## src/common/game_pkg.sv

```systemverilog
`default_nettype none

package game_pkg;

	typedef logic [7:0] coord_t;
	typedef logic [2:0] colour_t;
	typedef logic [3:0] brick_id_t;

	localparam colour_t colour_black = 3'b000;
	localparam colour_t colour_white = 3'b111;
	localparam colour_t colour_red   = 3'b100;
	localparam colour_t colour_cyan  = 3'b011;
	localparam colour_t colour_blue  = 3'b001;

	localparam coord_t screen_w   = 8'd160;
	localparam coord_t screen_h   = 8'd120;
	localparam coord_t paddle_x0  = 8'd76;
	localparam coord_t paddle_y   = 8'd110;
	localparam coord_t paddle_len = 8'd16;
	localparam coord_t ball_x0    = 8'd80;
	localparam coord_t ball_y0    = 8'd108;
	localparam coord_t wall_right = 8'd157; // ball turns left from here
	localparam coord_t brick_w    = 8'd8;
	localparam coord_t brick_h    = 8'd4;

	localparam int brick_count = 10;

	// three rows: red, cyan, blue
	localparam coord_t brick_x_tab [brick_count] =
		'{8'd34, 8'd46, 8'd58, 8'd88, 8'd100, 8'd112, 8'd124, 8'd34, 8'd46, 8'd58};
	localparam coord_t brick_y_tab [brick_count] =
		'{8'd30, 8'd30, 8'd30, 8'd38, 8'd38, 8'd38, 8'd38, 8'd45, 8'd45, 8'd45};
	localparam colour_t brick_colour_tab [brick_count] =
		'{colour_red, colour_red, colour_red, colour_cyan, colour_cyan,
		  colour_cyan, colour_cyan, colour_blue, colour_blue, colour_blue};

	typedef enum logic [3:0] {
		st_clear, st_init_paddle, st_init_ball, st_init_bricks, st_idle,
		st_brick_check, st_brick_draw, st_paddle_erase, st_paddle_move, st_paddle_draw,
		st_ball_erase, st_ball_step, st_ball_draw, st_field_check
	} seq_state_t;

endpackage

`default_nettype wire

```

## src/common/display_pkg.sv

```systemverilog
`default_nettype none

package display_pkg;

	typedef logic [7:0] score_t;
	typedef logic [6:0] seg_t;   // active low, bit 6 is segment g

	localparam seg_t seg_h = 7'b0001001;
	localparam seg_t seg_i = 7'b1001111;

	localparam seg_t hex_seg_tab [16] = '{
		7'b1000000, 7'b1111001, 7'b0100100, 7'b0110000,
		7'b0011001, 7'b0010010, 7'b0000010, 7'b1111000,
		7'b0000000, 7'b0011000, 7'b0001000, 7'b0000011,
		7'b1000110, 7'b0100001, 7'b0000110, 7'b0001110
	};

endpackage

`default_nettype wire

```

## src/frame_timer.sv

```systemverilog
`timescale 1ns/1ps
`default_nettype none

module frame_timer #(
	parameter int frame_ticks = 833334
) (
	input  logic CLOCK_50,
	input  logic rst_n,
	output logic frame_tick
);
	typedef logic [$clog2(frame_ticks)-1:0] tick_cnt_t;

	tick_cnt_t tick_cnt;

	always_ff @(posedge CLOCK_50 or negedge rst_n) begin
		if (!rst_n) begin
			tick_cnt <= tick_cnt_t'(frame_ticks - 1);
			frame_tick <= 1'b0;
		end else if (tick_cnt == '0) begin
			tick_cnt <= tick_cnt_t'(frame_ticks - 1); // reload
			frame_tick <= 1'b1;
		end else begin
			tick_cnt <= tick_cnt - 1'b1;
			frame_tick <= 1'b0;
		end
	end

endmodule

`default_nettype wire

```

## src/playfield/brick_bank.sv

```systemverilog
`timescale 1ns/1ps
`default_nettype none

module brick_bank import game_pkg::*; (
	input  logic      CLOCK_50,
	input  logic      rst_n,
	input  logic      bricks_rebuild,
	input  logic      check,
	input  brick_id_t brick_id,
	input  coord_t    ball_x,
	input  coord_t    ball_y,
	output logic      brick_hit,
	output logic      brick_live,
	output logic      field_clear
);
	logic [brick_count-1:0] live;
	coord_t brick_x;
	coord_t brick_y;
	logic ball_inside;

	// rectangle of the indexed brick
	assign brick_x = brick_x_tab[brick_id];
	assign brick_y = brick_y_tab[brick_id];

	assign ball_inside = (ball_x >= brick_x) && (ball_x < brick_x + brick_w)
		&& (ball_y >= brick_y) && (ball_y < brick_y + brick_h);

	assign brick_live = live[brick_id];
	assign brick_hit = check && brick_live && ball_inside;
	assign field_clear = (live == '0);

	always_ff @(posedge CLOCK_50 or negedge rst_n) begin
		if (!rst_n) begin
			live <= '0;
		end else if (bricks_rebuild) begin
			live <= '1;
		end else if (brick_hit) begin
			live[brick_id] <= 1'b0; // brick dies on first hit
		end
	end

endmodule

`default_nettype wire

```

## src/playfield/ball_motion.sv

```systemverilog
`timescale 1ns/1ps
`default_nettype none

module ball_motion import game_pkg::*; (
	input  logic   CLOCK_50,
	input  logic   rst_n,
	input  logic   ball_restart,
	input  logic   ball_step,
	input  logic   brick_bounce,
	input  coord_t paddle_x,
	output coord_t ball_x,
	output coord_t ball_y,
	output logic   ball_lost
);
	logic dir_right;
	logic dir_down;
	coord_t next_x;
	coord_t next_y;
	logic on_paddle;

	assign next_x = dir_right ? ball_x + 8'd1 : ball_x - 8'd1;
	assign next_y = dir_down ? ball_y + 8'd1 : ball_y - 8'd1;

	// only the top two paddle rows reflect, and only a falling ball
	assign on_paddle = dir_down
		&& (next_y >= paddle_y) && (next_y <= paddle_y + 8'd1)
		&& (next_x >= paddle_x) && (next_x <= paddle_x + paddle_len - 8'd1);

	assign ball_lost = (ball_y >= screen_h);

	always_ff @(posedge CLOCK_50 or negedge rst_n) begin
		if (!rst_n) begin
			ball_x <= ball_x0;
			ball_y <= ball_y0;
			dir_right <= 1'b1;
			dir_down <= 1'b0;
		end else if (ball_restart) begin
			ball_x <= ball_x0;
			ball_y <= ball_y0;
			dir_right <= 1'b1; // up and right
			dir_down <= 1'b0;
		end else if (brick_bounce) begin
			dir_down <= ~dir_down;
		end else if (ball_step) begin
			ball_x <= next_x;
			ball_y <= next_y;
			if (next_x == 8'd0)
				dir_right <= 1'b1;
			else if (next_x >= wall_right)
				dir_right <= 1'b0;
			if (next_y == 8'd0)
				dir_down <= 1'b1; // top of screen
			else if (on_paddle)
				dir_down <= 1'b0;
		end
	end

endmodule

`default_nettype wire

```

## src/playfield/playfield_sequencer.sv

```systemverilog
`timescale 1ns/1ps
`default_nettype none

module playfield_sequencer import game_pkg::*; (
	input  logic      CLOCK_50,
	input  logic      rst_n,
	input  logic      frame_tick,
	input  logic      move_left,
	input  logic      move_right,
	input  logic      brick_live,
	input  logic      field_clear,
	input  logic      ball_lost,
	input  coord_t    ball_x,
	input  coord_t    ball_y,
	output logic      bricks_rebuild,
	output logic      check,
	output brick_id_t brick_id,
	output logic      ball_restart,
	output logic      ball_step,
	output logic      score_inc,
	output logic      game_lost,
	output coord_t    paddle_x,
	output coord_t    x,
	output coord_t    y,
	output colour_t   colour,
	output logic      plot
);
	seq_state_t state;
	seq_state_t run_next;
	logic [14:0] cnt;      // row in [14:8], column in [7:0] while clearing
	logic live_at_check;
	logic last_px;
	logic col_end;
	logic row_end;
	coord_t pix_x;
	coord_t pix_y;
	colour_t pix_colour;
	logic pix_plot;

	assign last_px = (cnt[4:0] == 5'd31);
	assign col_end = (cnt[7:0] == screen_w - 8'd1);
	assign row_end = ({1'b0, cnt[14:8]} == screen_h - 8'd1);

	assign check = (state == st_brick_check);
	assign bricks_rebuild = (state == st_init_bricks);
	assign ball_restart = (state == st_init_ball);
	assign ball_step = (state == st_ball_step);

	// where a 32 pixel run goes when done
	always_comb begin
		case (state)
			st_init_paddle: run_next = st_init_ball;
			st_paddle_erase: run_next = st_paddle_move;
			st_brick_draw: run_next = (brick_id == brick_id_t'(brick_count - 1)) ?
				st_paddle_erase : st_brick_check;
			default: run_next = st_ball_erase;
		endcase
	end

	always_comb begin
		pix_plot = 1'b0;
		pix_x = '0;
		pix_y = '0;
		pix_colour = colour_black;
		case (state)
			st_clear: begin
				pix_plot = 1'b1;
				pix_x = cnt[7:0];
				pix_y = {1'b0, cnt[14:8]};
			end
			st_init_paddle, st_paddle_erase, st_paddle_draw: begin
				pix_plot = 1'b1;
				pix_x = paddle_x + {4'd0, cnt[3:0]}; // 16 wide, 2 rows
				pix_y = paddle_y + {7'd0, cnt[4]};
				pix_colour = (state == st_paddle_erase) ? colour_black : colour_white;
			end
			st_init_ball: begin
				pix_plot = 1'b1;
				pix_x = ball_x0;
				pix_y = ball_y0;
				pix_colour = colour_white;
			end
			st_brick_draw: begin
				pix_plot = 1'b1;
				pix_x = brick_x_tab[brick_id] + {5'd0, cnt[2:0]};
				pix_y = brick_y_tab[brick_id] + {6'd0, cnt[4:3]};
				pix_colour = brick_live ? brick_colour_tab[brick_id] : colour_black;
			end
			st_ball_erase, st_ball_draw: begin
				pix_plot = (state == st_ball_erase) || !ball_lost;
				pix_x = ball_x;
				pix_y = ball_y;
				pix_colour = (state == st_ball_draw) ? colour_white : colour_black;
			end
			default: ;
		endcase
	end

	always_ff @(posedge CLOCK_50 or negedge rst_n) begin
		if (!rst_n) begin
			state <= st_clear;
			cnt <= '0;
			brick_id <= '0;
			paddle_x <= paddle_x0;
			live_at_check <= 1'b0;
			score_inc <= 1'b0;
			game_lost <= 1'b0;
		end else begin
			score_inc <= 1'b0;
			game_lost <= 1'b0;
			case (state)
				st_clear: begin
					if (!col_end) begin
						cnt <= cnt + 15'd1;
					end else if (!row_end) begin
						cnt <= {cnt[14:8] + 7'd1, 8'd0}; // next row
					end else begin
						cnt <= '0;
						paddle_x <= paddle_x0;
						state <= st_init_paddle;
					end
				end
				st_init_paddle, st_paddle_erase, st_brick_draw, st_paddle_draw: begin
					cnt <= last_px ? '0 : cnt + 15'd1;
					if (state == st_brick_draw && cnt[4:0] == 5'd0)
						score_inc <= live_at_check && !brick_live; // died on this check
					if (last_px) begin
						state <= run_next;
						if (state == st_brick_draw)
							brick_id <= (run_next == st_paddle_erase) ? '0 : brick_id + 4'd1;
					end
				end
				st_init_ball: state <= st_init_bricks;
				st_init_bricks: state <= st_idle;
				st_idle: begin
					if (frame_tick)
						state <= st_brick_check;
				end
				st_brick_check: begin
					live_at_check <= brick_live;
					state <= st_brick_draw;
				end
				st_paddle_move: begin
					if (move_right && !move_left && paddle_x < screen_w - paddle_len)
						paddle_x <= paddle_x + 8'd1;
					else if (move_left && !move_right && paddle_x != 8'd0)
						paddle_x <= paddle_x - 8'd1;
					state <= st_paddle_draw;
				end
				st_ball_erase: state <= st_ball_step;
				st_ball_step: state <= st_ball_draw;
				st_ball_draw: begin
					if (ball_lost) begin
						game_lost <= 1'b1;
						state <= st_clear;
					end else begin
						state <= st_field_check;
					end
				end
				st_field_check: state <= field_clear ? st_clear : st_idle;
				default: state <= st_clear;
			endcase
		end
	end

	// one cycle output stage
	always_ff @(posedge CLOCK_50 or negedge rst_n) begin
		if (!rst_n) begin
			plot <= 1'b0;
			x <= '0;
			y <= '0;
			colour <= colour_black;
		end else begin
			plot <= pix_plot;
			x <= pix_x;
			y <= pix_y;
			colour <= pix_colour;
		end
	end

endmodule

`default_nettype wire

```

## src/score_display.sv

```systemverilog
`timescale 1ns/1ps
`default_nettype none

module score_display import display_pkg::*; (
	input  logic CLOCK_50,
	input  logic rst_n,
	input  logic score_inc,
	input  logic game_lost,
	output seg_t hex0,
	output seg_t hex1,
	output seg_t hex4,
	output seg_t hex5,
	output seg_t hex6,
	output seg_t hex7
);
	score_t score;
	score_t hi_score;

	always_ff @(posedge CLOCK_50 or negedge rst_n) begin
		if (!rst_n) begin
			score <= '0;
			hi_score <= '0;
		end else if (game_lost) begin
			if (score > hi_score)
				hi_score <= score;
			score <= '0;
		end else if (score_inc) begin
			score <= score + 8'd1;
		end
	end

	assign hex0 = hex_seg_tab[score[3:0]];
	assign hex1 = hex_seg_tab[score[7:4]];
	assign hex4 = hex_seg_tab[hi_score[3:0]];
	assign hex5 = hex_seg_tab[hi_score[7:4]];

	// "HI" label
	assign hex7 = seg_h;
	assign hex6 = seg_i;

endmodule

`default_nettype wire

```

## src/breakout_top.sv

```systemverilog
`timescale 1ns/1ps
`default_nettype none

module breakout_top import game_pkg::*, display_pkg::*; #(
	parameter int frame_ticks = 833334
) (
	input  logic    CLOCK_50,
	input  logic    rst_n,
	input  logic    move_left,
	input  logic    move_right,
	output coord_t  x,
	output coord_t  y,
	output colour_t colour,
	output logic    plot,
	output seg_t    hex0,
	output seg_t    hex1,
	output seg_t    hex4,
	output seg_t    hex5,
	output seg_t    hex6,
	output seg_t    hex7
);
	logic frame_tick;
	logic bricks_rebuild;
	logic check;
	brick_id_t brick_id;
	logic brick_hit;
	logic brick_live;
	logic field_clear;
	logic ball_restart;
	logic ball_step;
	logic ball_lost;
	coord_t ball_x;
	coord_t ball_y;
	coord_t paddle_x;
	logic score_inc;
	logic game_lost;

	frame_timer #(.frame_ticks(frame_ticks)) u_frame_timer (
		.CLOCK_50(CLOCK_50), .rst_n(rst_n), .frame_tick(frame_tick)
	);

	playfield_sequencer u_playfield_sequencer (
		.CLOCK_50(CLOCK_50), .rst_n(rst_n), .frame_tick(frame_tick),
		.move_left(move_left), .move_right(move_right),
		.brick_live(brick_live), .field_clear(field_clear), .ball_lost(ball_lost),
		.ball_x(ball_x), .ball_y(ball_y),
		.bricks_rebuild(bricks_rebuild), .check(check), .brick_id(brick_id),
		.ball_restart(ball_restart), .ball_step(ball_step),
		.score_inc(score_inc), .game_lost(game_lost), .paddle_x(paddle_x),
		.x(x), .y(y), .colour(colour), .plot(plot)
	);

	brick_bank u_brick_bank (
		.CLOCK_50(CLOCK_50), .rst_n(rst_n), .bricks_rebuild(bricks_rebuild),
		.check(check), .brick_id(brick_id), .ball_x(ball_x), .ball_y(ball_y),
		.brick_hit(brick_hit), .brick_live(brick_live), .field_clear(field_clear)
	);

	// a brick hit reflects the ball vertically
	ball_motion u_ball_motion (
		.CLOCK_50(CLOCK_50), .rst_n(rst_n), .ball_restart(ball_restart),
		.ball_step(ball_step), .brick_bounce(brick_hit), .paddle_x(paddle_x),
		.ball_x(ball_x), .ball_y(ball_y), .ball_lost(ball_lost)
	);

	score_display u_score_display (
		.CLOCK_50(CLOCK_50), .rst_n(rst_n), .score_inc(score_inc), .game_lost(game_lost),
		.hex0(hex0), .hex1(hex1), .hex4(hex4), .hex5(hex5), .hex6(hex6), .hex7(hex7)
	);

endmodule

`default_nettype wire

```

## config.mk

```make
export PLATFORM = sky130hd
export DESIGN_NAME = breakout_top
export DESIGN_NICKNAME = d
export VERILOG_FILES = /design/src/common/game_pkg.sv /design/src/common/display_pkg.sv /design/src/frame_timer.sv /design/src/playfield/brick_bank.sv /design/src/playfield/ball_motion.sv /design/src/playfield/playfield_sequencer.sv /design/src/score_display.sv /design/src/breakout_top.sv
export SDC_FILE = /design/constraint.sdc
export NUM_CORES = 1
export LEC_CHECK = 0
export BUFFER_PORTS_ARGS = -buffer_cell sky130_fd_sc_hd__buf_2
export CAP_MARGIN = 20
export CORE_MARGIN = 2
export CORE_UTILIZATION = 63
export DETAILED_ROUTE_END_ITERATION = 6
export PLACE_DENSITY_LB_ADDON = 0.12
export SLEW_MARGIN = 30
export SYNTH_ARGS = -nofsm -noshare
export SYNTH_HDL_FRONTEND = slang
export SYNTH_HIERARCHICAL = 1
export SYNTH_SLANG_ARGS = --single-unit
```

## constraint.sdc

```tcl
create_clock -name CLOCK_50 -period 4.25 [get_ports CLOCK_50]
set_input_delay 0 -clock CLOCK_50 [delete_from_list [all_inputs] [get_ports CLOCK_50]]
set_output_delay 0 -clock CLOCK_50 [all_outputs]
set_load 0.01 [all_outputs]
```

**Word-level counts from Yosys, hierarchy flattened**

Memory sizes are Yosys's and may differ from the RTL's.
Cells that the tools add are included.

- Bits in registers: 119
- Bits in latches: 0
- RAM bits: 0
- Bits in read-only memories: 752
- Input port bits: 4
- Logic and storage cells: 216
- Memories kept: 7

- Add/sub/neg operators: 19
- Multiply operators: 0
- Div/mod/pow operators: 0
- $lt $le $gt $ge: 19
- Equal/unequal tests: 24
- Shifts and indexed selects: 0
- Muxes and demuxes: 72
- Bitwise operators: 8
- Reduce and logical (&&, ||, !) cells: 47

Memory list:

| memory | words | bits a word | read ports | clocked after memory_dff | write ports | RTL line | RTL |
|---|---|---|---|---|---|---|---|
| (no name shown) | 16 | 8 | 1 | 0 | 0 | brick_bank.sv:23 | `assign brick_y = brick_y_tab[brick_id];` |
| (no name shown) | 16 | 8 | 1 | 0 | 0 | brick_bank.sv:22 | `assign brick_x = brick_x_tab[brick_id];` |
| (no name shown) | 16 | 7 | 1 | 0 | 0 | score_display.sv:32 | `assign hex0 = hex_seg_tab[score[3:0]];` |
| (no name shown) | 16 | 7 | 1 | 0 | 0 | score_display.sv:33 | `assign hex1 = hex_seg_tab[score[7:4]];` |
| (no name shown) | 16 | 7 | 1 | 0 | 0 | score_display.sv:34 | `assign hex4 = hex_seg_tab[hi_score[3:0]];` |
| (no name shown) | 16 | 7 | 1 | 0 | 0 | score_display.sv:35 | `assign hex5 = hex_seg_tab[hi_score[7:4]];` |
| +1 memories | -- | -- | -- | -- | -- | -- |  |

Operators by type and width:

| operator | count |
|---|---|
| $mux 8 | 18 |
| $pmux 8 s5 | 2 |
| $mux 7 | 8 |
| $mux 15 | 3 |
| $pmux 4 s11 | 1 |
| $add 8x1->8 const B | 4 |
| $sub 8x1->8 const B | 4 |
| $pmux 15 s2 | 1 |
| $eq 4x4->1 const B | 7 |
| $ge 5x5->1 const B | 5 |
| $not 4->5 | 5 |
| $ge 8x8->1 | 3 |
| $mux 4 | 6 |
| $eq 4x3->1 const B | 5 |
| $logic_not 20->1 | 1 |
| $mux 10 | 2 |
| $mux 20 | 1 |
| $sub 20x1->20 const B | 1 |
| $mux 3 | 6 |
| $mux 1 | 17 |
| $ge 8x7->1 const B | 2 |
| $logic_and 1x1->1 | 16 |
| $logic_not 8->1 | 2 |
| $lt 8x8->1 | 2 |
| 51 further kinds | 67 |

**Depth between registers and ports, before layout**

Gate-level depths: netlist (run 1).

- Depth after elaboration: 12
- Gate-level depth with buffers: 20
- Depth with buffers taken out: 18

**By module**

Netlist (run 1), hierarchy kept.

Modules (own cells, without submodules):

| module | instances | cells an instance | area each (µm²) | seq. area each (µm²) |
|---|---|---|---|---|
| playfield_sequencer | 1 | 436 | 3947.5 | 1355.0 |
| ball_motion | 1 | 235 | 1998.2 | 459.2 |
| score_display | 1 | 234 | 1901.8 | 400.4 |
| brick_bank | 1 | 177 | 1402.6 | 250.2 |
| frame_timer | 1 | 98 | 1028.5 | 540.5 |

**Worst setup path before layout (run 1)**

Ideal clock, no wire load.

- Path type: register to register
- Start point: register u_playfield_sequencer.brick_id[0]
- End point: register u_ball_motion.dir_down
- Setup time: 0.090 ns
- Data arrival time: 3.780 ns
- Data required time: 4.160 ns
- Setup slack: 0.380 ns
- Stages on the path, launching flop included: 21
- Period minus slack after synthesis: 3.870 ns
- Path through: dfrtp_1 > buf_6 > inv_1 > ha_1 > mux2_1 > o21ai_2 > inv_2 > ha_1 > xnor2_1 > ha_1 > nand3_1 > a21oi_1 > o31ai_1 > and2_4 > and3_1 > nand2b_1 > clkbuf_1 > nor2_1 > o2111ai_1 > or4_1 > o2111ai_1

- Longest elaborated chain between the ends: 12
- Elaborated cells between the ends (all ways): 25
- Classes of those cells: 2 x add/sub; 4 x order compare; 8 x mux; 1 x bitwise; 8 x reduce/logical; 2 x memory

Ends and longest elaborated chain:

| element | RTL line | RTL |
|---|---|---|
| start: declaration | playfield_sequencer.sv:17 | `output brick_id_t brick_id,` |
| start signal: assignment | playfield_sequencer.sv:130 | `brick_id <= (run_next == st_paddle_erase) ? '0 : brick_id + 4'd1;` |
| $not 4->5 (implied by the code) | brick_bank.sv:22, brick_bank.sv:23 |  |
| $mem_v2 16x8 | -- |  |
| $mux 8 (2 in a row) | -- |  |
| $add 8x4->8 | brick_bank.sv:25 | `assign ball_inside = (ball_x >= brick_x) && (ball_x < brick_x + brick_w)` |
| $lt 8x8->1 | brick_bank.sv:25 |  |
| $logic_and 1x1->1 | brick_bank.sv:25 |  |
| $logic_and 1x1->1 (2 in a row) | brick_bank.sv:26 | `&& (ball_y >= brick_y) && (ball_y < brick_y + brick_h);` |
| $logic_and 1x1->1 (*) | brick_bank.sv:29 | `assign brick_hit = check && brick_live && ball_inside;` |
| named net brick_hit | breakout_top.sv:26 | `logic brick_hit;` |
| $reduce_bool 4->1 (no line) (tied with other cells) | -- |  |
| $reduce_and 2->1 (no line) or $mux 1 (tied branches) | -- |  |
| end signal: assignment | ball_motion.sv:43 | `dir_down <= ~dir_down;` |
| end: declaration | ball_motion.sv:16 | `logic dir_down;` |

Mark *: on every way through the listed nets, which the timed path passes. The rest lies on a longest branch. The select of a mux whose other input is x is not followed.
A chain may end at the register's enable or synchronous reset.

**Worst setup path in the final report (run 1)**

- Start point: register u_playfield_sequencer.brick_id[1]
- End point: register u_ball_motion.dir_down

Same word-level chain as after synthesis.

==> results of run 1 <==
[placed cells by master (no fill, tap or decap), drive strengths merged, types with 6 or more instances in the layout]
cell type    n
ha         116
nor2       101
dfrtp       97
nand2       95
inv         91
o21ai       71
buf         68
a21oi       62
nor3        40
xnor2       36
nand3       27
nor2b       26
nand2b      24
dfstp       22
xor2        21
a31oi       21
clkbuf      17
mux2i       17
nand4       15
conb        14
a211oi      14
o211ai      13
mux2        13
nor4        12
o22ai       11
o31ai       10
and3         8
nand3b       8
or4          7
a222oi       7
a21o         7
or3          7
or2          7
o2111ai      6
o41ai        6
fa           6
a22o         6
clkinv       6
[sequential cells by signal, indices dropped and copies added (netlist names)]
signal / cells
u_playfield_sequencer/live_at_check: 1
u_playfield_sequencer/y: 8
u_ball_motion/dir_right: 1
u_playfield_sequencer/cnt: 15
u_brick_bank/live: 10
u_ball_motion/ball_y: 8
u_score_display/hi_score: 8
u_playfield_sequencer/paddle_x: 8
u_playfield_sequencer/plot: 1
u_frame_timer/frame_tick: 1
u_playfield_sequencer/x: 8
u_ball_motion/dir_down: 1
u_playfield_sequencer/game_lost: 1
u_playfield_sequencer/score_inc: 1
u_playfield_sequencer/state: 4
u_ball_motion/ball_x: 8
u_playfield_sequencer/colour: 3
u_score_display/score: 8
u_playfield_sequencer/brick_id: 4
u_frame_timer/tick_cnt: 20
[Yosys cell counts, types with 7 or more instances]
cell | instances | area (um^2)
sky130_fd_sc_hd__a211oi_1 | 11 | 82.6
sky130_fd_sc_hd__a21oi_1 | 62 | 310
sky130_fd_sc_hd__a222oi_1 | 7 | 70.1
sky130_fd_sc_hd__a31oi_1 | 21 | 131
sky130_fd_sc_hd__and3_1 | 8 | 50.1
sky130_fd_sc_hd__buf_2 | 12 | 60.1
sky130_fd_sc_hd__buf_4 | 17 | 128
sky130_fd_sc_hd__buf_6 | 9 | 101
sky130_fd_sc_hd__clkbuf_1 | 24 | 90.1
sky130_fd_sc_hd__dfrtp_1 | 97 | 2430
sky130_fd_sc_hd__dfstp_2 | 22 | 578
sky130_fd_sc_hd__ha_1 | 116 | 1450
sky130_fd_sc_hd__inv_1 | 82 | 308
sky130_fd_sc_hd__mux2_2 | 7 | 78.8
sky130_fd_sc_hd__mux2i_1 | 17 | 170
sky130_fd_sc_hd__nand2_1 | 94 | 353
sky130_fd_sc_hd__nand2b_1 | 24 | 150
sky130_fd_sc_hd__nand3_1 | 27 | 135
sky130_fd_sc_hd__nand3b_1 | 7 | 52.6
sky130_fd_sc_hd__nand4_1 | 14 | 87.6
sky130_fd_sc_hd__nor2_1 | 99 | 372
sky130_fd_sc_hd__nor2b_1 | 26 | 163
sky130_fd_sc_hd__nor3_1 | 40 | 200
sky130_fd_sc_hd__nor4_1 | 10 | 62.6
sky130_fd_sc_hd__o211ai_1 | 13 | 97.6
sky130_fd_sc_hd__o21ai_0 | 61 | 305
sky130_fd_sc_hd__o21ai_1 | 8 | 40.0
sky130_fd_sc_hd__o22ai_1 | 11 | 68.8
sky130_fd_sc_hd__o31ai_1 | 10 | 75.1
sky130_fd_sc_hd__or4_1 | 7 | 52.6
sky130_fd_sc_hd__xnor2_1 | 36 | 315
sky130_fd_sc_hd__xor2_1 | 21 | 184
[worst max-delay path: cells and delay by family, from the launching register on]
kind                       cells  cell delay, ps
AOI/OAI and AO/OA              6            1450
and+or+nand+nor                6            1210
adders and majority gates      2             580
DFF                            1             420
buffers and inverters          1             200
[logic make-up after synthesis]
group           Yosys count
flops                   119
buf+inv                 150
xor+xnor                 57
simple gates            406
fa+ha+maj               122
mux                      32
compound gates          292
other cells               2
[power groups by stage]
stage               logic [uW]  clock network, uW  registers [uW]
floorplan                 16.0                  0            1150
global placement          32.1                  0            1150
detailed placement        32.4                  0            1150
CTS                       33.1               1480            1130
global route              37.3               1530            1130
finish                    31.6               1460            1130
[path summary, 6_finish.rpt]
path                       slack (ps)                                 to  depth (start not counted)
setup / recovery                  320             u_ball_motion/dir_down                         15
hold / removal                    130  u_playfield_sequencer/paddle_x[7]                          4
setup reg to reg                  320             u_ball_motion/dir_down                         15
hold reg to reg                   470          u_frame_timer/tick_cnt[0]                          1
max in group asynchronous        3050            u_ball_motion/ball_y[5]                          3
min in group asynchronous         180        u_score_display/hi_score[2]                          2
[final cells by class]
class,count,area share (%)
Timing Repair Buffer,69,3.56
Inverter,87,2.91
Tap cell,216,2.41
Multi-Input combinational cell,923,59.0
Sequential cell,119,26.8
Clock inverter,15,1.50
Clock buffer,17,3.80
[metal layers]
metal / routed length [um] / GRT usage (%) / vias up
met4: 501 / 9.24 / 0
met2: 12000 / 48.3 / 332
li1: - / - / 4320
met5: 0 / 0 / -
met1: 11100 / 39.7 / 4288
met3: 1700 / 5.23 / 45
[stage by stage]
stage | instances | cell area [um^2] | util [%] | hold slack, ps
6_report | 1446 | 11200 | 70.3 | 129
5_1_grt | 1446 | 11200 | 70.3 | 158
4_1_cts | 1446 | 11200 | 70.3 | 99.2
3_5_place_dp | 1413 | 10600 | 66.5 | 96.7
3_3_place_gp | 1413 | 10600 | 66.5 | 251
2_1_floorplan | 1192 | 10300 | - | -296
==> results.txt, run 1 <==
total inserted antenna cells: 0
multiplexer share of the synthesized area: 3.63%
library cell used as clock root buffer: sky130_fd_sc_hd__clkbuf_16
stage delay of the slowest cell on the critical path: 440 ps
status: finished clean
via count of the first global-routing pass: 8,281
Hold Crit Class: input port to flip-flop
post-synthesis share of cell area spent on full adders, half adders and majority gates: 15.3%
class of the most critical setup path: flip-flop to flip-flop
clock-pin transition on the worst setup and hold timing paths: 60 ps
share of power burned in the clock network: 55.5%
HPWL reported at the end of detailed placement: 18,100 um
Max FO, Critical Path: 12
simple-gate share of the synthesized area: 20.6%
fillers: 1,286
slowest library cell on the worst path: sky130_fd_sc_hd__or4_1
total clock buffers created by CTS: 17
actual transition at the worst max-transition pin: 957 ps
launch point of the worst hold path: move_right
Sequential Area: 0.00301 mm^2
combined area of the multi-input logic cells: 0.00661 mm^2
area added between synthesis and finish: 9.04%
global-route congestion overflow total: 0
crit share post-route: 92.5%
maximum clock insertion buffer count: 2
proportion of register bits with asynchronous set or reset after synthesis: 100%
total negative slack for setup checks: 0 ps
setup bufs post-CTS: 0
Vias: 8,985
number of distinct standard cells referenced by the synthesized netlist: 100
capturing element type of the critical path: flip-flop
fraction of layout instances using a drive strength above 1: 13.7%
DRT Wirelength: 25,300 um
number of buffers added on ports: 51
number of flops mapped to enable cells by yosys: 0
Via-to-Cell Ratio: 6.21
setup slack after placement: 458 ps
first-pass GRT wire length: 41,900 um
count of H-tree levels built during CTS: 4
clock network latency to the later pin of the worst-skew pair: 430 ps
relative slew slack: 36.1%
effective utilization at floorplan: 64.5%
remaining routing DRC violations: 0
Iteration-0 DRC Markers: 803
data arrival at the endpoint of the critical path: 4260 ps
worst r2r src: u_playfield_sequencer/brick_id[1]
maximum number of pins on one net before global-route repair: 84
post-route antenna net violation count: 0
post-synthesis cell area: 0.0103 mm^2
max-slew violation total from the final report: 0
initial antenna violation count: 0
most used flip-flop cell after synthesis: sky130_fd_sc_hd__dfrtp_1
critical path launch point: u_playfield_sequencer/brick_id[1]
routability cong.: 0.919
pwr dens: 234 mW/mm^2
Compound-Gate Fraction of Synth Area: 19.4%
Routed WL per cell: 17.5 um
number of maximum-capacitance constraint violations: 0
synthesized-area fraction occupied by xor and xnor cells: 4.86%
highest achievable clock rate: 255 MHz
main combinational cell family by area after synthesis: simple AND/OR/NAND/NOR gates
leakage component of the power: 0.00506 uW
crit path cell chain: buf_4, ha_1, a21oi_1, o21ai_1, ha_1, a211oi_1, nand3b_1, a221oi_1, nor2_1, and3_1, nand2b_1, nor2_1, o2111ai_1, or4_1, o2111ai_1
sequential area share after synthesis: 29.2%
Int Pwr: 2010 uW
RSZ-0062 raised after global routing: no
flip-flop and latch count after synthesis: 119
total design power: 2620 uW
net total in the final layout: 1,343
worst IR drop on VDD: 0.306 mV
row cnt: 46
vertical die dimension: 132 um
Post-CTS Hold Buffers: 1
hold violation total from the final report: 0
switching share of power: 23.3%
CTS tree: yes
number of search-and-repair iterations in the first detailed-routing pass: 6
CTS sink count: 119
average footprint of a synthesized cell: 8.71 um^2
post-synthesis cell count: 1,180
number of top-level pins: 66
share of power burned in combinational logic: 1.2%
sequential share of power: 43.3%
CTS resizes: 0
final setup slack of the worst path: 321 ps
warnings from Yosys: 6
Req. time, crit path: 4590 ps
Global Route Usage Sum: 29.4%
final setup fails: 0
net switching power figure: 610 uW
Die ar.: 0.0174 mm^2
Final Skew: 10.6 ps
min Tclk post-route: 3930 ps
die boundary width: 132 um
CP startpoint kind: flip-flop
Std-Cell Core Area: 0.0159 mm^2
Note: power is estimated with default switching activity, not from simulation.
==> inputs of run 2 (changes only) <==
- CORE_UTILIZATION: 63 -> 65
- clock period: 4.25 -> 4.83 ns (I/O delays scaled with it)
==> results.txt, run 2 (same netlist as run 1, synthesis figures left out) <==
status: finished clean (unchanged)
Global Route Usage Sum: 30.7% (was 29.4%)
highest achievable clock rate: 237 MHz (was 255 MHz)
capturing element type of the critical path: flip-flop (unchanged)
Worst Hold Margin: 97.5 ps (was 129 ps)
initial antenna violation count: 0 (unchanged)
total inserted antenna cells: 0 (unchanged)
post-route antenna net violation count: 0 (unchanged)
Sequential Area: 0.00301 mm^2 (unchanged)
commonest non-fill, non-tap cells in the layout: sky130_fd_sc_hd__ha_1 (116), sky130_fd_sc_hd__nor2_1 (99), sky130_fd_sc_hd__dfrtp_1 (97), sky130_fd_sc_hd__nand2_1 (94), sky130_fd_sc_hd__inv_1 (82) (unchanged)
total design power: 2380 uW (was 2620 uW)
data arrival at the endpoint of the critical path: 4540 ps (was 4260 ps)
Req. time, crit path: 5160 ps (was 4590 ps)
maximum number of pins on one net before global-route repair: 46 (was 84)
largest reg by FF count: u_frame_timer/tick_cnt (unchanged)
CTS resizes: 0 (unchanged)
sequential share of power: 41.9% (was 43.3%)
clock network latency to the later pin of the worst-skew pair: 430 ps (about the same)
Std-Cell Core Area: 0.0153 mm^2 (was 0.0159 mm^2)
Int Pwr: 1880 uW (was 2010 uW)
Routed WL per cell: 17.4 um (was 17.5 um)
area added between synthesis and finish: 9.08% (was 9.04%)
Iteration-0 DRC Markers: 699 (was 803)
total negative slack for setup checks: 0 ps (unchanged)
die boundary width: 130 um (was 132 um)
fillers: 1,212 (was 1,286)
hold violation total from the final report: 0 (unchanged)
final setup fails: 0 (unchanged)
clock-pin transition on the worst setup and hold timing paths: 60 ps (about the same)
net total in the final layout: 1,338 (was 1,343)
effective utilization at floorplan: 67.1% (was 64.5%)
biggest regs: u_frame_timer/tick_cnt: 20 flops, u_playfield_sequencer/cnt: 15 flops, u_brick_bank/live: 10 flops (unchanged)
Max FO, Critical Path: 16 (was 12)
fraction of layout instances using a drive strength above 1: 13.1% (was 13.7%)
actual transition at the worst max-transition pin: 1010 ps (was 957 ps)
Via-to-Cell Ratio: 6.23 (was 6.21)
vertical die dimension: 130 um (was 132 um)
Vias: 8,943 (was 8,985)
routability cong.: 0.936 (was 0.919)
combined area of the multi-input logic cells: 0.00662 mm^2 (was 0.00661 mm^2)
maximum clock insertion buffer count: 2 (unchanged)
remaining routing DRC violations: 0 (unchanged)
number of buffers added on ports: 51 (unchanged)
via count of the first global-routing pass: 8,377 (was 8,281)
Hold Crit Class: input port to async pin (was input port to flip-flop)
Final Skew: 11.1 ps (was 10.6 ps)
first-pass GRT wire length: 41,300 um (was 41,900 um)
worst IR drop on VDD: 0.242 mV (was 0.306 mV)
library cell used as clock root buffer: sky130_fd_sc_hd__clkbuf_16 (unchanged)
pwr dens: 213 mW/mm^2 (was 234 mW/mm^2)
most common cell after layout, fill and taps aside: sky130_fd_sc_hd__ha_1 (unchanged)
class of the most critical setup path: flip-flop to flip-flop (unchanged)
CP startpoint kind: flip-flop (unchanged)
net switching power figure: 502 uW (was 610 uW)
switching share of power: 21.1% (was 23.3%)
share of power burned in the clock network: 56.9% (was 55.5%)
relative slew slack: 32.4% (was 36.1%)
crit share post-route: 87.2% (was 92.5%)
RSZ-0062 raised after global routing: no (unchanged)
share of power burned in combinational logic: 1.2% (about the same)
leakage component of the power: 0.00505 uW (was 0.00506 uW)
count of H-tree levels built during CTS: 4 (unchanged)
final core utilization: 73.2% (was 70.3%)
CTS tree: yes (unchanged)
min Tclk post-route: 4210 ps (was 3930 ps)
number of maximum-capacitance constraint violations: 0 (unchanged)
global-route congestion overflow total: 0 (unchanged)
number of search-and-repair iterations in the first detailed-routing pass: 5 (was 6)
HPWL reported at the end of detailed placement: 17,800 um (was 18,100 um)
row cnt: 45 (was 46)
number of top-level pins: 66 (unchanged)
Die ar.: 0.0168 mm^2 (was 0.0174 mm^2)
flip-flop count of the largest register after layout: 20 (unchanged)
CTS sink count: 119 (unchanged)
DRT Wirelength: 25,000 um (was 25,300 um)
max-slew violation total from the final report: 0 (unchanged)
total clock buffers created by CTS: 17 (unchanged)
==> run 2: stage by stage <==
stage | instance area, um^2 | worst slack [ps] | cells
after floorplan | 10300 | 960 | 1192
after global placement | 10600 | 786 | 1402
after detailed placement | 10600 | 605 | 1403
after CTS | 11200 | 616 | 1436
after global routing | 11200 | 248 | 1436
final | 11200 | 619 | 1436
==> run 2: worst max-delay path, cell delays in order, from the launching register on <==
cell and delay (ps):
sky130_fd_sc_hd__dfrtp_1 670, sky130_fd_sc_hd__inv_1 170, sky130_fd_sc_hd__ha_1 320, sky130_fd_sc_hd__mux2_1 300, sky130_fd_sc_hd__o21ai_2 200, sky130_fd_sc_hd__inv_2 40
sky130_fd_sc_hd__ha_1 200, sky130_fd_sc_hd__xnor2_1 140, sky130_fd_sc_hd__ha_1 300, sky130_fd_sc_hd__nand3_1 70, sky130_fd_sc_hd__a21oi_1 140, sky130_fd_sc_hd__o31ai_1 80
sky130_fd_sc_hd__and2_4 180, sky130_fd_sc_hd__and3_1 260, sky130_fd_sc_hd__nand2b_1 180, sky130_fd_sc_hd__nor2_1 150, sky130_fd_sc_hd__o2111ai_1 120, sky130_fd_sc_hd__or4_1 400
sky130_fd_sc_hd__o2111ai_1 190
==> run 2: final cells by class <==
cell class	instances	share of cell area, %
inverter	87	2.91
tap	211	2.35
timing repair buffer	64	3.30
sequential	119	26.8
multi-input combinational	923	59.1
clock inverter	11	1.54
clock buffer	21	4.02
==> run 2: path summary, 6_finish.rpt <==
path / startpoint / to / slack (ps) / cells after the start
min reg2reg: u_frame_timer/tick_cnt[0] / u_frame_timer/tick_cnt[0] / 470 / 1
max: u_playfield_sequencer/brick_id[0] / u_ball_motion/dir_down / 620 / 18
max reg2reg: u_playfield_sequencer/brick_id[0] / u_ball_motion/dir_down / 620 / 18
max in group asynchronous: rst_n / u_frame_timer/tick_cnt[5] / 3550 / 4
min in group CLOCK_50: move_right / u_playfield_sequencer/paddle_x[7] / 140 / 4
min: rst_n / u_score_display/score[1] / 100 / 2
==> run 2: per-layer routing <==
layer / vias up / routed length [um] / track usage, %
li1: 4304 / - / -
met1: 4272 / 11100 / 42.6
met2: 320 / 11700 / 48.4
met3: 47 / 1560 / 5.49
met4: 0 / 625 / 11.3
met5: - / 0 / 0
==> run 2: repair_timing <==
item	4_1_cts	5_1_grt
hold buffers	1	0
setup buffers	0	0
setup endpoints to repair	0	0
hold endpoints to repair	71	0
==> run 2: power groups by stage <==
stage,registers (uW),clock network [uW],logic (uW)
3_5_place_dp,1020,0,30.4
6_report,998,1350,29.7
2_1_floorplan,1020,0,14.1
3_3_place_gp,1020,0,28.1
5_1_grt,998,1420,35.1
4_1_cts,998,1380,31.0
==> inputs of run 3 (changes only) <==
- MAX_ROUTING_LAYER: unset -> met4
==> results.txt, run 3 (same netlist as run 1, synthesis figures left out) <==
final setup fails: 0 (unchanged)
vertical die dimension: 130 um (unchanged)
switching share of power: 21.7% (was 21.1%)
hold worst-path end: u_playfield_sequencer/paddle_x[7]
reg-to-reg slack, setup: 590 ps (was 620 ps)
Std-Cell Core Area: 0.0153 mm^2 (unchanged)
RSZ-0062 raised after global routing: no (unchanged)
fraction of layout instances using a drive strength above 1: 12.9% (was 13.1%)
number of search-and-repair iterations in the first detailed-routing pass: 5 (unchanged)
sequential share of power: 45.1% (was 41.9%)
count of H-tree levels built during CTS: 4 (unchanged)
Vias: 9,041 (was 8,943)
max-slew violation total from the final report: 0 (unchanged)
Max FO, Critical Path: 16 (unchanged)
CTS tree: yes (unchanged)
capturing element type of the critical path: flip-flop (unchanged)
data arrival at the endpoint of the critical path: 4570 ps (was 4540 ps)
effective utilization at floorplan: 67.1% (unchanged)
post-route antenna net violation count: 0 (unchanged)
area added between synthesis and finish: 8.23% (was 9.08%)
share of power burned in combinational logic: 1.3% (was 1.2%)
Post-Place Cell Area: 0.0106 mm^2 (about the same)
net switching power figure: 481 uW (was 502 uW)
leakage component of the power: 0.00501 uW (was 0.00505 uW)
die boundary width: 130 um (unchanged)
Req. time, crit path: 5160 ps (about the same)
biggest regs: u_frame_timer/tick_cnt: 20 flops, u_playfield_sequencer/cnt: 15 flops, u_brick_bank/live: 10 flops (unchanged)
status: finished clean (unchanged)
Die ar.: 0.0168 mm^2 (unchanged)
Placed Instances: 1,402 (was 1,403)
flip-flop count of the largest register after layout: 20 (unchanged)
maximum clock insertion buffer count: 2 (unchanged)
fillers: 1,244 (was 1,212)
number of maximum-capacitance constraint violations: 0 (unchanged)
worst r2r src: u_playfield_sequencer/brick_id[0] (unchanged)
routability cong.: 0.937 (was 0.936)
RR Endpoint: u_ball_motion/dir_down (unchanged)
number of top-level pins: 66 (unchanged)
remaining routing DRC violations: 0 (unchanged)
total design power: 2210 uW (was 2380 uW)
share of power burned in the clock network: 53.6% (was 56.9%)
min Tclk post-route: 4240 ps (was 4210 ps)
highest achievable clock rate: 236 MHz (was 237 MHz)
via count of the first global-routing pass: 8,467 (was 8,377)
library cell used as clock root buffer: sky130_fd_sc_hd__clkbuf_16 (unchanged)
post-route design area: 0.0111 mm^2 (was 0.0112 mm^2)
total clock buffers created by CTS: 17 (unchanged)
worst hold path cell count: 4
actual transition at the worst max-transition pin: 884 ps (was 1010 ps)
Iteration-0 DRC Markers: 865 (was 699)
DRT Wirelength: 25,300 um (was 25,000 um)
launch point of the worst hold path: move_right
commonest non-fill, non-tap cells in the layout: sky130_fd_sc_hd__ha_1 (116), sky130_fd_sc_hd__nor2_1 (99), sky130_fd_sc_hd__dfrtp_1 (97), sky130_fd_sc_hd__nand2_1 (94), sky130_fd_sc_hd__inv_1 (82) (unchanged)
Global Route Usage Sum: 31.9% (was 30.7%)
row cnt: 45 (unchanged)
global-route congestion overflow total: 0 (unchanged)
final non-filler cell total: 1,435 (was 1,436)
Hold Crit Class: input port to flip-flop (was input port to async pin)
final core utilization: 72.6% (was 73.2%)
Final Skew: 6.86 ps (was 11.1 ps)
Routed WL per cell: 17.6 um (was 17.4 um)
CP startpoint kind: flip-flop (unchanged)
class of the most critical setup path: flip-flop to flip-flop (unchanged)
maximum number of pins on one net before global-route repair: 69 (was 46)
HPWL reported at the end of detailed placement: 18,100 um (was 17,800 um)
largest reg by FF count: u_frame_timer/tick_cnt (unchanged)
number of buffers added on ports: 51 (unchanged)
initial antenna violation count: 0 (unchanged)
Via-to-Cell Ratio: 6.30 (was 6.23)
clock network latency to the later pin of the worst-skew pair: 410 ps (was 430 ps)
Int Pwr: 1730 uW (was 1880 uW)
net total in the final layout: 1,337 (was 1,338)
first-pass GRT wire length: 41,800 um (was 41,300 um)
crit share post-route: 87.8% (was 87.2%)
pwr dens: 199 mW/mm^2 (was 213 mW/mm^2)
clock-pin transition on the worst setup and hold timing paths: 60 ps (about the same)
relative slew slack: 41.0% (was 32.4%)
most common cell after layout, fill and taps aside: sky130_fd_sc_hd__ha_1 (unchanged)
worst IR drop on VDD: 0.256 mV (was 0.242 mV)
total negative slack for setup checks: 0 ps (unchanged)
CTS sink count: 119 (unchanged)
cell depth of the worst flop-to-flop path: 18 (unchanged)
setup bufs post-CTS: 0 (unchanged)
hold violation total from the final report: 0 (unchanged)
total inserted antenna cells: 0 (unchanged)
-- run 3: power by group through the flow --
stage | combinational, uW | clock, uW | sequential, uW
floorplan | 14.1 | 0 | 1020
global placement | 28.0 | 0 | 1020
detailed placement | 28.5 | 0 | 1020
CTS | 29.0 | 1200 | 999
global route | 33.5 | 1250 | 998
finish | 27.9 | 1190 | 999
-- run 3: layer usage --
metal	vias to the layer above	wire length [um]	track usage, %
met4	0	530	10.8
met1	4322	11000	42.6
met2	359	12200	50.5
li1	4314	-	-
met5	-	0	-
met3	46	1530	4.39
-- run 3: how the worst max path moves through the flow --
stage / start / to
floorplan: u_playfield_sequencer/brick_id[0] / u_ball_motion/dir_down
global placement: u_playfield_sequencer/brick_id[0] / u_ball_motion/dir_down
detailed placement: u_playfield_sequencer/brick_id[0] / u_ball_motion/dir_down
CTS: u_playfield_sequencer/brick_id[0] / u_ball_motion/dir_down
global route: u_playfield_sequencer/brick_id[0] / u_ball_motion/ball_y[6]
finish: u_playfield_sequencer/brick_id[0] / u_ball_motion/dir_down
-- run 3: worst max-delay path, stage by stage (launching register included) --
cell and delay (ps):
sky130_fd_sc_hd__dfrtp_1 700, sky130_fd_sc_hd__inv_1 170, sky130_fd_sc_hd__ha_1 320, sky130_fd_sc_hd__mux2_1 300, sky130_fd_sc_hd__o21ai_2 190, sky130_fd_sc_hd__inv_2 50, sky130_fd_sc_hd__ha_1 200, sky130_fd_sc_hd__xnor2_1 130
sky130_fd_sc_hd__ha_1 290, sky130_fd_sc_hd__nand3_1 80, sky130_fd_sc_hd__a21oi_1 120, sky130_fd_sc_hd__o31ai_1 90, sky130_fd_sc_hd__and2_4 190, sky130_fd_sc_hd__and3_1 250, sky130_fd_sc_hd__nand2b_1 180, sky130_fd_sc_hd__nor2_1 160
sky130_fd_sc_hd__o2111ai_1 120, sky130_fd_sc_hd__or4_1 430, sky130_fd_sc_hd__o2111ai_1 180
-- run 3: area by class of cell --
type | count | area, um^2 | area share [%]
multi-input combinational | 923 | 6630 | 59.6
sequential | 119 | 3010 | 27.0
clock buffer | 24 | 472 | 4.24
timing repair buffer | 63 | 354 | 3.18
inverter | 87 | 327 | 2.94
tap | 211 | 264 | 2.37
clock inverter | 8 | 76.3 | 0.686
-- run 3: what timing repair did --
item | CTS | global route
endpoints found under the hold margin | 55 | 0
hold buffers | 1 | 0
gates resized for setup | 0 | 0
-- run 3: per-stage QoR --
step | hold WS (ps) | setup WS, ps
after global placement | 156 | 784
after global routing | 130 | 272
after floorplan | -296 | 960
after detailed placement | 171 | 618
after CTS | 102 | 611
final | 118 | 591
